`src/rtl/lcd_pkg.sv`:
```
/* Shared constants, ST7735S init table and data types for the LCD
   framebuffer SPI driver */
package lcd_pkg;

    localparam int AXI_ADDR_BITS = 32;
    localparam int AXI_DATA_BITS = 32;

    localparam int INIT_LEN = 76;
    localparam int WIN_LEN  = 11;            // CASET, RASET, RAMWR with args
    localparam int SEQ_LEN  = INIT_LEN + WIN_LEN;

    localparam logic [7:0] CMD_SLPOUT = 8'h11;
    localparam logic [7:0] CMD_CASET  = 8'h2A;
    localparam logic [7:0] CMD_RASET  = 8'h2B;
    localparam logic [7:0] CMD_RAMWR  = 8'h2C;

    localparam int WIN_X_START = 1;          // Panel column offset
    localparam int WIN_Y_START = 26;         // Panel row offset

    typedef logic [AXI_ADDR_BITS-1:0] fb_addr_t;
    typedef logic [6:0]               seq_idx_t;
    typedef logic [15:0]              rgb565_t;

    typedef struct packed {
        logic       is_data;                 // Level for the dc pin
        logic [7:0] data;
    } lcd_byte_t;

    // One AXI word, seen as pixels or as bytes. Pixel 0 sits in the low half
    typedef union packed {
        rgb565_t [AXI_DATA_BITS/16-1:0]   pix;
        logic [AXI_DATA_BITS/8-1:0][7:0] bytes;
    } fb_word_u;

    // -----------------------------
    // Power-on table, {is_data, byte}
    // -----------------------------
    localparam lcd_byte_t INIT_TABLE [INIT_LEN] = '{
        9'h011, 9'h021, 9'h021, 9'h0B1, 9'h105, 9'h13A, 9'h13A, 9'h0B2,
        9'h105, 9'h13A, 9'h13A, 9'h0B3, 9'h105, 9'h13A, 9'h13A, 9'h105,
        9'h13A, 9'h13A, 9'h0B4, 9'h103, 9'h0C0, 9'h162, 9'h102, 9'h104,
        9'h0C1, 9'h1C0, 9'h0C2, 9'h10D, 9'h100, 9'h0C3, 9'h18D, 9'h16A,
        9'h0C4, 9'h18D, 9'h1EE, 9'h0C5, 9'h10E, 9'h0E0, 9'h110, 9'h10E,
        9'h102, 9'h103, 9'h10E, 9'h107, 9'h102, 9'h107, 9'h10A, 9'h112,
        9'h127, 9'h137, 9'h100, 9'h10D, 9'h10E, 9'h110, 9'h0E1, 9'h110,
        9'h10E, 9'h103, 9'h103, 9'h10F, 9'h106, 9'h102, 9'h108, 9'h10A,
        9'h113, 9'h126, 9'h136, 9'h100, 9'h10D, 9'h10E, 9'h110, 9'h03A,
        9'h105, 9'h036, 9'h1A8, 9'h029
    };

endpackage

```
`src/rtl/lcd_seq_rom.sv`:
```
/* Command ROM. Init table entries, followed by the CASET/RASET/RAMWR window setup */
module lcd_seq_rom #(
    parameter int FB_WIDTH  = 160,
    parameter int FB_HEIGHT = 80
) (
    input  lcd_pkg::seq_idx_t  seq_idx,
    output lcd_pkg::lcd_byte_t seq_byte
);
    import lcd_pkg::*;

    localparam logic [15:0] X_END = 16'(FB_WIDTH);
    localparam logic [15:0] Y_END = 16'(FB_HEIGHT + WIN_Y_START - 1);

    always_comb begin
        seq_byte = '{is_data: 1'b0, data: 8'h00};
        if (seq_idx < seq_idx_t'(INIT_LEN)) begin
            seq_byte = INIT_TABLE[seq_idx];
        end else if (seq_idx < seq_idx_t'(SEQ_LEN)) begin
            case (int'(seq_idx) - INIT_LEN)
                0:  seq_byte = '{1'b0, CMD_CASET};
                1:  seq_byte = '{1'b1, 8'h00};
                2:  seq_byte = '{1'b1, 8'(WIN_X_START)};
                3:  seq_byte = '{1'b1, X_END[15:8]};
                4:  seq_byte = '{1'b1, X_END[7:0]};
                5:  seq_byte = '{1'b0, CMD_RASET};
                6:  seq_byte = '{1'b1, 8'h00};
                7:  seq_byte = '{1'b1, 8'(WIN_Y_START)};
                8:  seq_byte = '{1'b1, Y_END[15:8]};
                9:  seq_byte = '{1'b1, Y_END[7:0]};
                default: seq_byte = '{1'b0, CMD_RAMWR};
            endcase
        end
    end

endmodule

```
`src/rtl/spi_byte_tx.sv`:
```
/* SPI mode-0 byte transmitter, MSB first, with clock divider and dc line */
module spi_byte_tx #(
    parameter int CLK_HZ = 50_000_000,
    parameter int SPI_HZ = 12_000_000
) (
    input  logic               clk,
    input  logic               rst_n,
    input  logic               tx_start,
    input  lcd_pkg::lcd_byte_t tx_byte,
    output logic               tx_busy,
    output logic               lcd_sclk,
    output logic               lcd_mosi,
    output logic               lcd_dc
);
    localparam int DIV_RAW = CLK_HZ / (2 * SPI_HZ);
    localparam int SPI_DIV = (DIV_RAW < 1) ? 1 : DIV_RAW;
    localparam int DIV_W   = (SPI_DIV <= 1) ? 1 : $clog2(SPI_DIV);

    logic [DIV_W-1:0] div_cnt;
    logic [7:0]       shift_q;
    logic [2:0]       bit_cnt;

    assign lcd_mosi = shift_q[7];

    always_ff @(posedge clk or negedge rst_n) begin
        if (!rst_n) begin
            tx_busy  <= 1'b0;
            div_cnt  <= '0;
            bit_cnt  <= 3'd0;
            shift_q  <= 8'h00;
            lcd_sclk <= 1'b0;
            lcd_dc   <= 1'b0;
        end else if (!tx_busy) begin
            if (tx_start) begin
                tx_busy <= 1'b1;
                shift_q <= tx_byte.data;
                lcd_dc  <= tx_byte.is_data;   // Held until the next byte
                bit_cnt <= 3'd7;
            end
        end else if (div_cnt == DIV_W'(SPI_DIV - 1)) begin
            div_cnt  <= '0;
            lcd_sclk <= ~lcd_sclk;
            if (lcd_sclk) begin                // Falling edge
                shift_q <= {shift_q[6:0], 1'b0};
                bit_cnt <= bit_cnt - 3'd1;
                if (bit_cnt == 3'd0) begin
                    tx_busy <= 1'b0;
                end
            end
        end else begin
            div_cnt <= div_cnt + 1'b1;
        end
    end

endmodule

```
`src/rtl/fb_reader.sv`:
```
/* Framebuffer reader. Single-beat AXI4 reads, one word held until taken */
module fb_reader #(
    parameter int FB_WIDTH  = 160,
    parameter int FB_HEIGHT = 80
) (
    input  logic                                clk,
    input  logic                                rst_n,
    input  logic                                frame_begin,
    input  lcd_pkg::fb_addr_t                   fb_base,
    input  logic                                word_taken,
    input  logic                                m_axi_arready,
    input  logic [lcd_pkg::AXI_DATA_BITS-1:0]   m_axi_rdata,
    input  logic                                m_axi_rvalid,
    output lcd_pkg::fb_word_u                   word,
    output logic                                word_valid,
    output logic                                fetch_done,
    output lcd_pkg::fb_addr_t                   m_axi_araddr,
    output logic [7:0]                          m_axi_arlen,
    output logic [2:0]                          m_axi_arsize,
    output logic [1:0]                          m_axi_arburst,
    output logic                                m_axi_arvalid,
    output logic                                m_axi_rready
);
    localparam int FB_WORDS = FB_WIDTH * FB_HEIGHT / 2;
    localparam int CNT_W    = $clog2(FB_WORDS + 1);

    logic [CNT_W-1:0] word_idx;          // Words requested so far

    assign m_axi_arlen   = 8'd0;
    assign m_axi_arsize  = 3'd2;         // 4 bytes
    assign m_axi_arburst = 2'b01;        // INCR
    assign fetch_done    = (word_idx == CNT_W'(FB_WORDS)) && !m_axi_rready && !word_valid;

    always_ff @(posedge clk or negedge rst_n) begin
        if (!rst_n) begin
            word_idx      <= CNT_W'(FB_WORDS);   // Idle counts as done
            m_axi_araddr  <= '0;
            m_axi_arvalid <= 1'b0;
            m_axi_rready  <= 1'b0;
            word_valid    <= 1'b0;
        end else begin
            if (frame_begin) begin
                word_idx     <= '0;
                m_axi_araddr <= fb_base;
            end else if (m_axi_arvalid && m_axi_arready) begin
                m_axi_arvalid <= 1'b0;
                m_axi_rready  <= 1'b1;
                word_idx      <= word_idx + 1'b1;
                m_axi_araddr  <= m_axi_araddr + 32'd4;
            end else if (!m_axi_arvalid && !m_axi_rready && !word_valid &&
                         word_idx < CNT_W'(FB_WORDS)) begin
                m_axi_arvalid <= 1'b1;
            end

            if (m_axi_rready && m_axi_rvalid) begin
                m_axi_rready <= 1'b0;
                word_valid   <= 1'b1;
            end else if (word_taken) begin
                word_valid <= 1'b0;
            end
        end
    end

    always_ff @(posedge clk) begin
        if (m_axi_rready && m_axi_rvalid) begin
            word <= m_axi_rdata;
        end
    end

endmodule

```
`src/rtl/pixel_streamer.sv`:
```
/* Splits a framebuffer word into RGB565 bytes, high byte of each pixel first */
module pixel_streamer (
    input  logic               clk,
    input  logic               rst_n,
    input  lcd_pkg::fb_word_u  word,
    input  logic               word_valid,
    input  logic               pix_ready,
    output logic               pix_valid,
    output lcd_pkg::lcd_byte_t pix_byte,
    output logic               word_taken
);
    logic [1:0] byte_sel;

    // Select order 0..3 maps to bytes 1, 0, 3, 2
    assign pix_valid  = word_valid;
    assign pix_byte   = '{is_data: 1'b1, data: word.bytes[byte_sel ^ 2'b01]};
    assign word_taken = word_valid && pix_ready && (byte_sel == 2'd3);

    always_ff @(posedge clk or negedge rst_n) begin
        if (!rst_n) begin
            byte_sel <= 2'd0;
        end else if (word_valid && pix_ready) begin
            byte_sel <= byte_sel + 2'd1;
        end
    end

endmodule

```
`src/rtl/lcd_ctrl.sv`:
```
/* Main sequencer. Panel reset, init table, window setup and frame streaming,
   plus chip select */
module lcd_ctrl #(
    parameter int CLK_HZ = 50_000_000
) (
    input  logic               clk,
    input  logic               rst_n,
    input  logic               enable,
    input  logic               frame_start,
    input  lcd_pkg::lcd_byte_t seq_byte,
    input  logic               tx_busy,
    input  logic               fetch_done,
    input  logic               pix_valid,
    input  lcd_pkg::lcd_byte_t pix_byte,
    output lcd_pkg::seq_idx_t  seq_idx,
    output logic               tx_start,
    output lcd_pkg::lcd_byte_t tx_byte,
    output logic               frame_begin,
    output logic               pix_ready,
    output logic               busy,
    output logic               frame_done,
    output logic               lcd_cs_n,
    output logic               lcd_rst_n
);
    import lcd_pkg::*;

    localparam int RST_CYC   = CLK_HZ / 5;
    localparam int SLEEP_CYC = int'(longint'(CLK_HZ) * 120 / 1000);

    typedef enum logic [2:0] {
        ST_RST_LOW,
        ST_RST_WAIT,
        ST_INIT,
        ST_SLEEP,
        ST_WINDOW,
        ST_IDLE,
        ST_STREAM
    } state_t;

    state_t      state;
    logic [31:0] delay_cnt;
    logic        framing;        // Set once the first frame has been accepted
    logic        seq_send;

    // ------------------------------
    // Byte source select
    // ------------------------------
    assign seq_send = !tx_busy && (state == ST_INIT ||
                      (state == ST_WINDOW && seq_idx != seq_idx_t'(SEQ_LEN)));
    assign pix_ready   = (state == ST_STREAM) && !tx_busy;
    assign tx_start    = seq_send || (pix_ready && pix_valid);
    assign tx_byte     = (state == ST_STREAM) ? pix_byte : seq_byte;
    assign frame_begin = (state == ST_IDLE) && frame_start && enable;
    assign busy        = (state != ST_IDLE);
    assign lcd_cs_n    = !(tx_busy || state == ST_INIT || state == ST_WINDOW ||
                           state == ST_STREAM);

    always_ff @(posedge clk or negedge rst_n) begin
        if (!rst_n) begin
            state      <= ST_RST_LOW;
            delay_cnt  <= 32'(RST_CYC - 1);
            seq_idx    <= '0;
            framing    <= 1'b0;
            frame_done <= 1'b0;
            lcd_rst_n  <= 1'b0;
        end else begin
            frame_done <= 1'b0;
            if (delay_cnt != '0) begin
                delay_cnt <= delay_cnt - 32'd1;    // Shared delay timer
            end
            if (seq_send) begin
                seq_idx <= seq_idx + 1'b1;
            end

            case (state)
                ST_RST_LOW: if (delay_cnt == '0) begin
                    lcd_rst_n <= 1'b1;
                    delay_cnt <= 32'(RST_CYC - 1);
                    state     <= ST_RST_WAIT;
                end
                ST_RST_WAIT: if (delay_cnt == '0) state <= ST_INIT;
                ST_INIT: if (seq_send) begin
                    if (!seq_byte.is_data && seq_byte.data == CMD_SLPOUT) begin
                        delay_cnt <= 32'(SLEEP_CYC - 1);
                        state     <= ST_SLEEP;
                    end else if (seq_idx == seq_idx_t'(INIT_LEN - 1)) begin
                        state <= ST_WINDOW;
                    end
                end
                ST_SLEEP: if (delay_cnt == '0) state <= ST_INIT;
                // Leave once RAMWR has been shifted out
                ST_WINDOW: if (!tx_busy && seq_idx == seq_idx_t'(SEQ_LEN)) begin
                    state <= framing ? ST_STREAM : ST_IDLE;
                end
                ST_IDLE: if (frame_begin) begin
                    seq_idx <= seq_idx_t'(INIT_LEN);
                    framing <= 1'b1;
                    state   <= ST_WINDOW;
                end
                ST_STREAM: if (fetch_done && !tx_busy) begin
                    frame_done <= 1'b1;
                    state      <= ST_IDLE;
                end
                default: state <= ST_RST_LOW;
            endcase
        end
    end

endmodule

```
`src/rtl/lcd_spi_axi.sv`:
```
/* ST7735S framebuffer driver top. AXI4 read master in, 4-wire SPI panel out */
module lcd_spi_axi #(
    parameter int CLK_HZ    = 50_000_000,
    parameter int SPI_HZ    = 12_000_000,
    parameter int FB_WIDTH  = 160,
    parameter int FB_HEIGHT = 80
) (
    input  logic                              clk,
    input  logic                              rst_n,
    input  logic                              enable,
    input  logic                              frame_start,
    input  lcd_pkg::fb_addr_t                 fb_base,
    output logic                              busy,
    output logic                              frame_done,
    // AXI4 read master
    output lcd_pkg::fb_addr_t                 m_axi_araddr,
    output logic [7:0]                        m_axi_arlen,
    output logic [2:0]                        m_axi_arsize,
    output logic [1:0]                        m_axi_arburst,
    output logic                              m_axi_arvalid,
    input  logic                              m_axi_arready,
    input  logic [lcd_pkg::AXI_DATA_BITS-1:0] m_axi_rdata,
    input  logic                              m_axi_rvalid,
    output logic                              m_axi_rready,
    // Panel pins
    output logic                              lcd_cs_n,
    output logic                              lcd_sclk,
    output logic                              lcd_mosi,
    output logic                              lcd_dc,
    output logic                              lcd_rst_n,
    output logic                              lcd_bl
);
    import lcd_pkg::*;

    seq_idx_t  seq_idx;
    lcd_byte_t seq_byte;
    lcd_byte_t tx_byte;
    lcd_byte_t pix_byte;
    fb_word_u  word;
    logic      tx_start;
    logic      tx_busy;
    logic      frame_begin;
    logic      fetch_done;
    logic      word_valid;
    logic      word_taken;
    logic      pix_valid;
    logic      pix_ready;

    assign lcd_bl = 1'b1;          // Backlight always on

    lcd_ctrl #(.CLK_HZ(CLK_HZ)) u_lcd_ctrl (
        .clk(clk), .rst_n(rst_n), .enable(enable), .frame_start(frame_start),
        .seq_byte(seq_byte), .tx_busy(tx_busy), .fetch_done(fetch_done),
        .pix_valid(pix_valid), .pix_byte(pix_byte), .seq_idx(seq_idx),
        .tx_start(tx_start), .tx_byte(tx_byte), .frame_begin(frame_begin),
        .pix_ready(pix_ready), .busy(busy), .frame_done(frame_done),
        .lcd_cs_n(lcd_cs_n), .lcd_rst_n(lcd_rst_n)
    );

    lcd_seq_rom #(.FB_WIDTH(FB_WIDTH), .FB_HEIGHT(FB_HEIGHT)) u_lcd_seq_rom (
        .seq_idx(seq_idx), .seq_byte(seq_byte)
    );

    spi_byte_tx #(.CLK_HZ(CLK_HZ), .SPI_HZ(SPI_HZ)) u_spi_byte_tx (
        .clk(clk), .rst_n(rst_n), .tx_start(tx_start), .tx_byte(tx_byte),
        .tx_busy(tx_busy), .lcd_sclk(lcd_sclk), .lcd_mosi(lcd_mosi), .lcd_dc(lcd_dc)
    );

    fb_reader #(.FB_WIDTH(FB_WIDTH), .FB_HEIGHT(FB_HEIGHT)) u_fb_reader (
        .clk(clk), .rst_n(rst_n), .frame_begin(frame_begin), .fb_base(fb_base),
        .word_taken(word_taken), .m_axi_arready(m_axi_arready),
        .m_axi_rdata(m_axi_rdata), .m_axi_rvalid(m_axi_rvalid), .word(word),
        .word_valid(word_valid), .fetch_done(fetch_done), .m_axi_araddr(m_axi_araddr),
        .m_axi_arlen(m_axi_arlen), .m_axi_arsize(m_axi_arsize),
        .m_axi_arburst(m_axi_arburst), .m_axi_arvalid(m_axi_arvalid),
        .m_axi_rready(m_axi_rready)
    );

    pixel_streamer u_pixel_streamer (
        .clk(clk), .rst_n(rst_n), .word(word), .word_valid(word_valid),
        .pix_ready(pix_ready), .pix_valid(pix_valid), .pix_byte(pix_byte),
        .word_taken(word_taken)
    );

endmodule

```
`config.mk`:
```
export PLATFORM = sky130hd
export DESIGN_NAME = lcd_spi_axi
export DESIGN_NICKNAME = d
export VERILOG_FILES = /design/src/rtl/lcd_pkg.sv /design/src/rtl/lcd_seq_rom.sv /design/src/rtl/spi_byte_tx.sv /design/src/rtl/fb_reader.sv /design/src/rtl/pixel_streamer.sv /design/src/rtl/lcd_ctrl.sv /design/src/rtl/lcd_spi_axi.sv
export SDC_FILE = /design/constraint.sdc
export NUM_CORES = 1
export LEC_CHECK = 0
export ABC_CLOCK_PERIOD_IN_PS = 4000
export BUFFER_PORTS_ARGS = -buffer_cell sky130_fd_sc_hd__buf_2
export CORE_UTILIZATION = 58
export CTS_CLUSTER_DIAMETER = 100
export DETAILED_ROUTE_END_ITERATION = 10
export GPL_TIMING_DRIVEN = 1
export HOLD_SLACK_MARGIN = 0.03
export PLACE_DENSITY = 0.89
export SYNTH_ARGS = -nofsm -noshare
export SYNTH_HDL_FRONTEND = slang
export SYNTH_SLANG_ARGS = --single-unit
```
`constraint.sdc`:
```
create_clock -name clk -period 4 [get_ports clk]
set_input_delay 0.4 -clock clk [delete_from_list [all_inputs] [get_ports clk]]
set_output_delay 0.4 -clock clk [all_outputs]
set_load 0.005 [all_outputs]
```
==> qor.yml, run 1 <==
status: "finished, final reports clean"
grt_pass1_wl_mm: 32.8
synth_seq_cells: 142
max_stage_delay_ns: 0.59
die_y_um: 122
drive_gt1_share_pct: 20.4
grt_pass1_vias: 6653
synthFlopType: "dfrtp_1"
core_region_area_um2: 14000
postRouteAntennaNets: 0
required_ns: 4.34
r2r_start: "u_lcd_ctrl.seq_idx[0]$_DFF_PN0_"
crit_top_cell: "or3_1"
hold_violations: 0
fmax_mhz: 263
startpoint: "u_lcd_ctrl.seq_idx[0]$_DFF_PN0_"
fin_skew_ns: 0.0133
crit_slowest_cell: "or3_1"
post_drt_wl_per_cell_um: 17.2
ys_warn_count: 0
vias_per_cell: 6.03
io_pins: 125
die_w_um: 122
numClockSinks: 142
r2r_slack_ns: 0.20
relSlewSlack_pct: 37.2
tightest_slew_ns: 0.942
place_inst: 1150
antenna_found_initial: 0
synth_edf_count: 32
vias: 7128
clock_path_buffers: 2
seq_area_frac_synth_pct: 44.5
setup-tns-final_ns: 0
reg2reg_depth: 10
final_common_cell: "buf_2"
design.final.nets: 1080
cts_resized: 0
drt-initial-drc-count: 684
htree_levels: 4
io_buffers: 110
drt_drc_violations_left: 0
endpoint_kind: "register"
hpwl_mm: 13.7
ys_async_sr_fraction_pct: 77.5
layout_common_cells: "109 x buf_2, 105 x nand2_1, 93 x dfrtp_1, 90 x nor2_1, 67 x o21ai_0"
setup.worst_path.class: "reg -> reg"
hp-class: "in -> async"
netlist_instances: 893
arrival_ns: 4.15
fp-row-count: 43
worstSkewPairLatency_ns: 0.43
netlist_area_um2: 8390
synthToLayoutAreaGrowth_pct: 14.3
n_fill_cell: 1037
maxCapViolations: 0
synth_area_per_cell_um2: 9.40
grt_max_degree: 80
start_util_pct: 60.0
finalSetupViolations: 0
finalPower_w: 0.00471
final_cells: 1183
critPathMaxFanout: 15
grt_setup_unrepaired: "false"
dieArea_um2: 15000
multi_input_area_um2: 4240
track_usage_pct: 28.3
setup.worst_path.start_class: "register"
finalMaxSlewViolations: 0
seqCellArea_um2: 3730
cts-root-buf: "clkbuf_16"
overflow: 0
drt_wl_total_mm: 20.4
holdBufCountCts: 0
numCtsBuffers: 17
drtPass1Iterations: 5
peakVddDrop_v: 0.000502
cp-endpoint: "u_lcd_ctrl.delay_cnt[2]$_DFF_PN1_"
finalCritPeriodShare_pct: 95.1
leakage_nw: 4.09
powerDensity_nw_per_um2: 491
crit_chain: "inv_1 > ha_1 > nand2_1 > a21oi_1 > o32ai_1 > o221ai_1 > or3_1 > or4_1 > or3_1 > nand3_1"
cts.clk_slew.worst_paths_ns: 0.06
r2r-end: "u_lcd_ctrl.delay_cnt[2]$_DFF_PN1_"
utilization_pct: 68.6
cts_tree: "done"
synth.distinct_cells: 71
cts_setup_buffers: 0
period_minus_slack_ns: 3.80
routabilityCongestion: 0.999
## worst max-delay path: cells and delay by family, from the launching register on
family	cells	cell delay, ns
AO/OA/AOI/OAI	3	0.65
adder cells (fa/ha/maj)	1	0.50
flip-flops	1	0.47
AND/OR/NAND/NOR	5	1.97
buffers and inverters	1	0.13
## power breakdown
group	internal [W]	switching, W	total [W]
combinational	0.000487	0.000625	0.00111
clock	0.000880	0.000664	0.00154
sequential	0.00180	0.000252	0.00206
## per-stage QoR
step	setup slack [ns]	cell area, µm²	hold WS [ns]
finish	0.198	9590	0.106
global route	0.0567	9590	0.132
CTS	0.299	9590	0.139
detailed placement	0.312	9010	0.452
global placement	0.416	9010	0.452
floorplan	0.545	8440	0.104
## Yosys cell counts (all sizes together) (18+ instances only)
cell type  instances  area (µm²)
nor2              91         342
nand2            105         394
clkbuf            30         113
xnor2             41         359
ha                21         263
xor2              37         324
dfrtp             93        2330
nand3             38         190
buf               39         279
inv               20        75.1
edfxtp            32         961
nand4             18         113
nor3              20         105
a21oi             26         130
o21ai             68         340
## worst min path at each step
stage | depth (start not counted) | to | slack, ns | from
floorplan | 0 | u_fb_reader.m_axi_araddr[0]$_DFFE_PN0P_ | 0.10 | rst_n
global placement | 1 | u_lcd_ctrl.lcd_rst_n$_DFFE_PN0P_ | 0.45 | u_lcd_ctrl.lcd_rst_n$_DFFE_PN0P_
detailed placement | 1 | u_lcd_ctrl.lcd_rst_n$_DFFE_PN0P_ | 0.45 | u_lcd_ctrl.lcd_rst_n$_DFFE_PN0P_
CTS | 1 | u_fb_reader.word[2]$_DFFE_PP_ | 0.14 | m_axi_rdata[2]
global route | 1 | u_fb_reader.word[9]$_DFFE_PP_ | 0.13 | m_axi_rdata[9]
finish | 1 | u_lcd_ctrl.delay_cnt[30]$_DFF_PN0_ | 0.11 | rst_n
## sequential cells by signal, summed over array words and instances, names as in the netlist, 2 cells and up
register,cells
u_spi_byte_tx.shift_q,8
u_fb_reader.word,32
u_fb_reader.word_idx,13
u_spi_byte_tx.bit_cnt,3
u_lcd_ctrl.state,3
u_lcd_ctrl.seq_idx,7
u_fb_reader.m_axi_araddr,32
u_pixel_streamer.byte_sel,2
u_lcd_ctrl.delay_cnt,32
## kinds of logic after synthesis
family / after synthesis / share of synthesized area [%]
buffers and inverters: 90 / 5.61
adders and majority gates: 21 / 3.13
and+or+nand+nor: 367 / 21.4
xor gates and xnor gates: 78 / 8.14
DFF: 142 / 44.5
other: 2 / 0.0895
AOI/OAI and AO/OA: 164 / 12.4
muxes: 29 / 4.79
## metal layers
metal | up-vias | global-route usage, % | wire [µm]
met3 | 47 | 6.04 | 1470
li1 | 3329 | - | -
met5 | - | 0 | 0
met4 | 0 | 12.0 | 546
met1 | 3451 | 37.4 | 8290
met2 | 301 | 45.2 | 10100
## cell type report
cell class	instances	area share, %
sequential	142	38.9
timing repair buffer	134	7.65
inverter	21	0.822
clock inverter	14	1.54
tap	180	2.35
antenna	1	0.0261
multi-input combinational	673	44.2
clock buffer	18	4.47
No activity file was read; power rests on OpenSTA's default activity.
==> run 2: changes to the inputs <==
--- a/config.mk
+++ b/config.mk
@@ -6,12 +6,12 @@
 export NUM_CORES = 1
 export LEC_CHECK = 0
-export ABC_CLOCK_PERIOD_IN_PS = 4000
+export ABC_CLOCK_PERIOD_IN_PS = 3400
 export BUFFER_PORTS_ARGS = -buffer_cell sky130_fd_sc_hd__buf_2
-export CORE_UTILIZATION = 58
+export CORE_UTILIZATION = 52
 export CTS_CLUSTER_DIAMETER = 100
 export DETAILED_ROUTE_END_ITERATION = 10
 export GPL_TIMING_DRIVEN = 1
 export HOLD_SLACK_MARGIN = 0.03
-export PLACE_DENSITY = 0.89
+export PLACE_DENSITY = 0.85
 export SYNTH_ARGS = -nofsm -noshare
 export SYNTH_HDL_FRONTEND = slang
==> constraint.sdc (replaced) <==
create_clock -name clk -period 3.4 [get_ports clk]
set_input_delay 0 -clock clk [delete_from_list [all_inputs] [get_ports clk]]
set_output_delay 0 -clock clk [all_outputs]
set_load 0.005 [all_outputs]
==> qor.yml, run 2 (same netlist as run 1, synthesis figures left out) <==
status: "finished, final reports clean"
finalSetupViolations: 0
endpoint_kind: "register"
postRouteAntennaNets: 0
leakage_nw: 4.49
fin_skew_ns: 0.0173
start_util_pct: 53.0
power.internal_w: 0.00392
grt_max_degree: 77
setup.worst_path.class: "reg -> reg"
drt_wl_total_mm: 23.7
worstSkewPairLatency_ns: 0.43
grt_pass1_vias: 7606
hold_path_startpoint: "frame_start"
hpwl_mm: 14.2
drt-initial-drc-count: 845
antenna_found_initial: 0
drt_drc_violations_left: 0
vias: 7828
required_ns: 3.75
routabilityCongestion: 1.06
drive_gt1_share_pct: 20.7
numClockSinks: 142
clock_path_buffers: 2
arrival_ns: 3.61
design.final.nets: 1168
sw_frac_of_total_pct: 31.9
critPathMaxFanout: 15
vias_per_cell: 5.99
diodes: 0
post_drt_wl_per_cell_um: 18.2
p_seq_share_pct: 42.1
overflow: 0
fp-row-count: 46
maxCapViolations: 0
cts.clk_slew.worst_paths_ns: 0.06
dieArea_um2: 16700
crit_chain: "buf_4 > nor2_1 > nand4_1 > o211ai_1 > o41ai_2 > o2111ai_1 > or4_4 > or3_1 > buf_4 > nand3_1"
setup-tns-final_ns: 0
utilization_pct: 66.5
r2r_slack_ns: 0.14
htree_levels: 4
reg2reg_depth: 10
largest_registers: "u_fb_reader.m_axi_araddr: 32 flops, u_fb_reader.word: 32 flops, u_lcd_ctrl.delay_cnt: 32 flops"
fmax_mhz: 306
hp-class: "in -> reg"
finalCritPeriodShare_pct: 96.0
tightest_slew_ns: 0.928
switchingPower_w: 0.00183
die_y_um: 129
max_stage_delay_ns: 0.67
hold_violations: 0
crit_top_cell: "buf_4"
core_region_area_um2: 15800
r2r-end: "u_lcd_ctrl.delay_cnt[19]$_DFF_PN1_"
finalMaxSlewViolations: 0
cts-root-buf: "clkbuf_16"
relSlewSlack_pct: 38.2
grt_setup_unrepaired: "false"
critPathBufInv: 2
grt_pass1_wl_mm: 38.4
min_to: "u_lcd_ctrl.seq_idx[6]$_DFF_PN0_"
powerDensity_nw_per_um2: 546
numCtsBuffers: 17
crit_slowest_cell: "dfrtp_1"
cts_tree: "done"
track_usage_pct: 29.6
combPwrFrac_pct: 25.4
die_w_um: 129
peakVddDrop_v: 0.000388
final_common_cell: "buf_2"
io_pins: 125
io_buffers: 110
period_minus_slack_ns: 3.26
r2r_start: "u_lcd_ctrl.seq_idx[4]$_DFF_PN0_"
cp_top_family: "simple AND/OR/NAND/NOR gates"
synthToLayoutAreaGrowth_pct: 25.4
layout_common_cells: "109 x buf_2, 105 x nand2_1, 93 x dfrtp_1, 90 x nor2_1, 68 x dlygate4sd3_1"
whs_path_depth: 3
setup.worst_path.start_class: "register"
drtPass1Iterations: 6
clkPwrFrac_pct: 32.4
[run 2: worst reg2reg max path, delay by kind of cell, from the launching register on]
family	cells	cell delay (ns)
AOI/OAI and AO/OA	3	0.86
DFF	1	0.67
buffers and inverters	2	0.48
and+or+nand+nor	5	1.18
[run 2: power by group through the flow]
stage / logic [W] / clock network [W] / registers, W
6_report: 0.00146 / 0.00187 / 0.00242
4_1_cts: 0.00141 / 0.00188 / 0.00241
3_5_place_dp: 0.00134 / 0 / 0.00243
3_3_place_gp: 0.00131 / 0 / 0.00241
2_1_floorplan: 0.000948 / 0 / 0.00236
5_1_grt: 0.00160 / 0.00196 / 0.00246
[run 2: cell type report]
type,count,area (µm²)
clock inverter,10,97.6
tap,216,270
timing repair buffer,222,1600
sequential,142,3730
inverter,21,78.8
clock buffer,22,497
multi-input combinational,673,4250
fill,1110,5300
[run 2: how the worst max path moves through the flow]
stage | start | end | cells after the start
floorplan | u_lcd_ctrl.seq_idx[2]$_DFF_PN0_ | u_lcd_ctrl.delay_cnt[20]$_DFF_PN1_ | 16
global placement | u_lcd_ctrl.seq_idx[0]$_DFF_PN0_ | u_lcd_ctrl.delay_cnt[15]$_DFF_PN1_ | 12
detailed placement | u_lcd_ctrl.seq_idx[0]$_DFF_PN0_ | u_lcd_ctrl.state[1]$_DFFE_PN0P_ | 12
CTS | u_lcd_ctrl.seq_idx[0]$_DFF_PN0_ | u_lcd_ctrl.delay_cnt[19]$_DFF_PN1_ | 12
global route | u_lcd_ctrl.seq_idx[0]$_DFF_PN0_ | u_lcd_ctrl.state[1]$_DFFE_PN0P_ | 12
finish | u_lcd_ctrl.seq_idx[4]$_DFF_PN0_ | u_lcd_ctrl.delay_cnt[19]$_DFF_PN1_ | 10
[run 2: repair_timing]
item / 4_1_cts / 5_1_grt
hold buffers: 68 / 0
endpoints found under the hold margin: 122 / 0
setup endpoints to repair: 0 / 18
resized for setup: 0 / 2
setup buffers: 0 / 0
[run 2: layer usage]
| metal | global-route usage [%] | part of all wire [%] | wire (µm) | vias up |
|---|---|---|---|---|
| li1 | - | - | - | 3512 |
| met1 | 37.8 | 40 | 9370 | 3770 |
| met2 | 47.6 | 49 | 11600 | 434 |
| met3 | 6.15 | 7.1 | 1670 | 112 |
| met4 | 15.8 | 4.4 | 1050 | 0 |
| met5 | 0 | 0 | 0 | - |
[run 2: per-stage QoR]
step	power [W]	instance area [µm²]	std cells	hold WS [ns]	worst slack, ns
floorplan	0.00331	8440	905	-0.296	0.0161
global placement	0.00372	9240	1206	0.173	0.166
detailed placement	0.00376	9240	1206	0.178	0.130
CTS	0.00570	10500	1306	0.140	0.103
global route	0.00602	10500	1306	0.201	0.0358
finish	0.00575	10500	1306	0.212	0.137
==> run 3: changes to the inputs <==
--- a/config.mk
+++ b/config.mk
@@ -13,5 +13,5 @@
 export GPL_TIMING_DRIVEN = 1
 export HOLD_SLACK_MARGIN = 0.03
-export PLACE_DENSITY = 0.85
+export PLACE_DENSITY = 0.86
 export SYNTH_ARGS = -nofsm -noshare
 export SYNTH_HDL_FRONTEND = slang
==> constraint.sdc (replaced) <==
create_clock -name clk -period 3.4 [get_ports clk]
set_input_delay 0.68 -clock clk [delete_from_list [all_inputs] [get_ports clk]]
set_output_delay 0.68 -clock clk [all_outputs]
set_load 0.005 [all_outputs]
==> qor.yml, run 3 (same netlist as run 1, synthesis figures left out) <==
endpoint_kind: "register"
finalSetupViolations: 0
fin_skew_ns: 0.0162
layout_common_cells: "109 x buf_2, 105 x nand2_1, 93 x dfrtp_1, 90 x nor2_1, 67 x o21ai_0"
utilization_pct: 63.0
numCtsBuffers: 17
critPathMaxFanout: 16
arrival_ns: 3.71
placed_area_um2: 9330
drt_drc_violations_left: 0
hpwl_mm: 14.5
required_ns: 3.75
cts_setup_buffers: 0
final_common_cell: "buf_2"
clock_path_buffers: 2
tightest_slew_ns: 0.790
grt_pass1_vias: 6929
drt_wl_total_mm: 21.0
post_drt_wl_per_cell_um: 16.8
dieArea_um2: 16700
htree_levels: 4
drtPass1Iterations: 7
cts-root-buf: "clkbuf_16"
holdBufCountCts: 0
design.final.nets: 1108
setup.worst_path.class: "reg -> reg"
setup-tns-final_ns: 0
relSlewSlack_pct: 46.9
max_stage_delay_ns: 0.57
numClockSinks: 142
diodes: 0
cts.clk_slew.worst_paths_ns: 0.06
core_region_area_um2: 15800
finalMaxSlewViolations: 0
status: "finished, final reports clean"
fin_ws_ns: 0.0433
finalCritPeriodShare_pct: 98.7
track_usage_pct: 26.2
die_w_um: 129
postRouteAntennaNets: 0
drt-initial-drc-count: 651
dp_slack_ns: 0.123
overflow: 0
cts_tree: "done"
grt_setup_unrepaired: "false"
drive_gt1_share_pct: 23.0
fp-row-count: 46
worstSkewPairLatency_ns: 0.44
maxCapViolations: 0
vias_per_cell: 5.81
io_pins: 125
vias: 7244
crit_top_cell: "buf_4"
period_minus_slack_ns: 3.36
leakage_nw: 4.26
fmax_mhz: 298
powerDensity_nw_per_um2: 579
start_util_pct: 53.0
grt_pass1_wl_mm: 33.9
die_y_um: 129
crit_chain: "buf_4 > nor4b_1 > buf_4 > and3_1 > a31oi_1 > o31ai_2 > nand2_1 > or4_4 > or3_1 > buf_4 > nand3_1"
io_buffers: 110
antenna_found_initial: 0
hold_violations: 0
crit_slowest_cell: "dfrtp_1"
stdcell_area_um2: 9980
hp-class: "in -> async"
synthToLayoutAreaGrowth_pct: 18.9
peakVddDrop_v: 0.000452
grt_max_degree: 86
routabilityCongestion: 1.02
setup.worst_path.start_class: "register"
largest_registers: "u_fb_reader.m_axi_araddr: 32 flops, u_fb_reader.word: 32 flops, u_lcd_ctrl.delay_cnt: 32 flops"
run 3: cell count changes in the layout (fill, tap and decap cells not counted), moves of 2 or more:
cell	delta
buf_12	+2
buf_4	+6
bufinv_16	+2
clkinv_2	-3
clkinv_4	+3
clkinvlp_4	+2
dlygate4sd3_1	-68
inv_6	-3
run 3: area by class of cell:
class / instances / area [µm²]
fillers: 1230 / 5850
multi-input cells: 673 / 4260
clock inverters: 11 / 158
well taps: 216 / 270
repair buffers: 162 / 1010
inverters: 21 / 78.8
flip-flops and latches: 142 / 3730
clock buffers: 21 / 472
run 3: per-stage QoR:
| stage | cells | hold slack, ns | total power (W) |
|---|---|---|---|
| global route | 1246 | 0.167 | 0.00605 |
| floorplan | 905 | 0.384 | 0.00331 |
| detailed placement | 1214 | 0.453 | 0.00379 |
| global placement | 1214 | 0.447 | 0.00375 |
| finish | 1246 | 0.144 | 0.00578 |
| CTS | 1246 | 0.156 | 0.00577 |
run 3: repair_timing:
action / 4_1_cts / 5_1_grt
gates resized for setup: 0 / 5
hold endpoints to repair: 0 / 0
endpoints found under the setup margin: 0 / 17
run 3: power by group:
group / switching (W) / leakage (nW) / internal, W
clock: 0.000746 / 0.299 / 0.00122
sequential: 0.000288 / 1.67 / 0.00212
combinational: 0.000764 / 2.30 / 0.000637
total: 0.00180 / 4.26 / 0.00398
run 3: worst max-delay path, delay by kind of cell, from the launching register on:
kind	cells	cell delay, ns
compound gates	2	0.20
buf+inv	3	0.68
simple gates	6	1.84
flops	1	0.57
run 3: routing by layer:
layer,vias to the layer above,wire [µm],GRT usage [%]
met4,0,649,12.9
li1,3395,-,-
met1,3457,8950,35.2
met3,70,1460,5.57
met5,-,0,0
met2,322,9920,40.7
run 3: final timing paths:
check                                                      start                                   to  slack, ns  cells past startpoint
worst min register to register  u_lcd_ctrl.lcd_rst_n$_DFFE_PN0P_     u_lcd_ctrl.lcd_rst_n$_DFFE_PN0P_       0.47                      1
max in group asynchronous                                  rst_n  u_fb_reader.word_idx[8]$_DFFE_PN1P_       2.47                      2
min in group clk                                  m_axi_rdata[6]        u_fb_reader.word[6]$_DFFE_PP_       0.41                      1
worst max register to register   u_lcd_ctrl.seq_idx[5]$_DFF_PN0_    u_lcd_ctrl.delay_cnt[1]$_DFF_PN1_       0.04                     11
worst min-delay path                                       rst_n   u_lcd_ctrl.delay_cnt[27]$_DFF_PN0_       0.14                      1
worst max-delay path             u_lcd_ctrl.seq_idx[5]$_DFF_PN0_    u_lcd_ctrl.delay_cnt[1]$_DFF_PN1_       0.04                     11
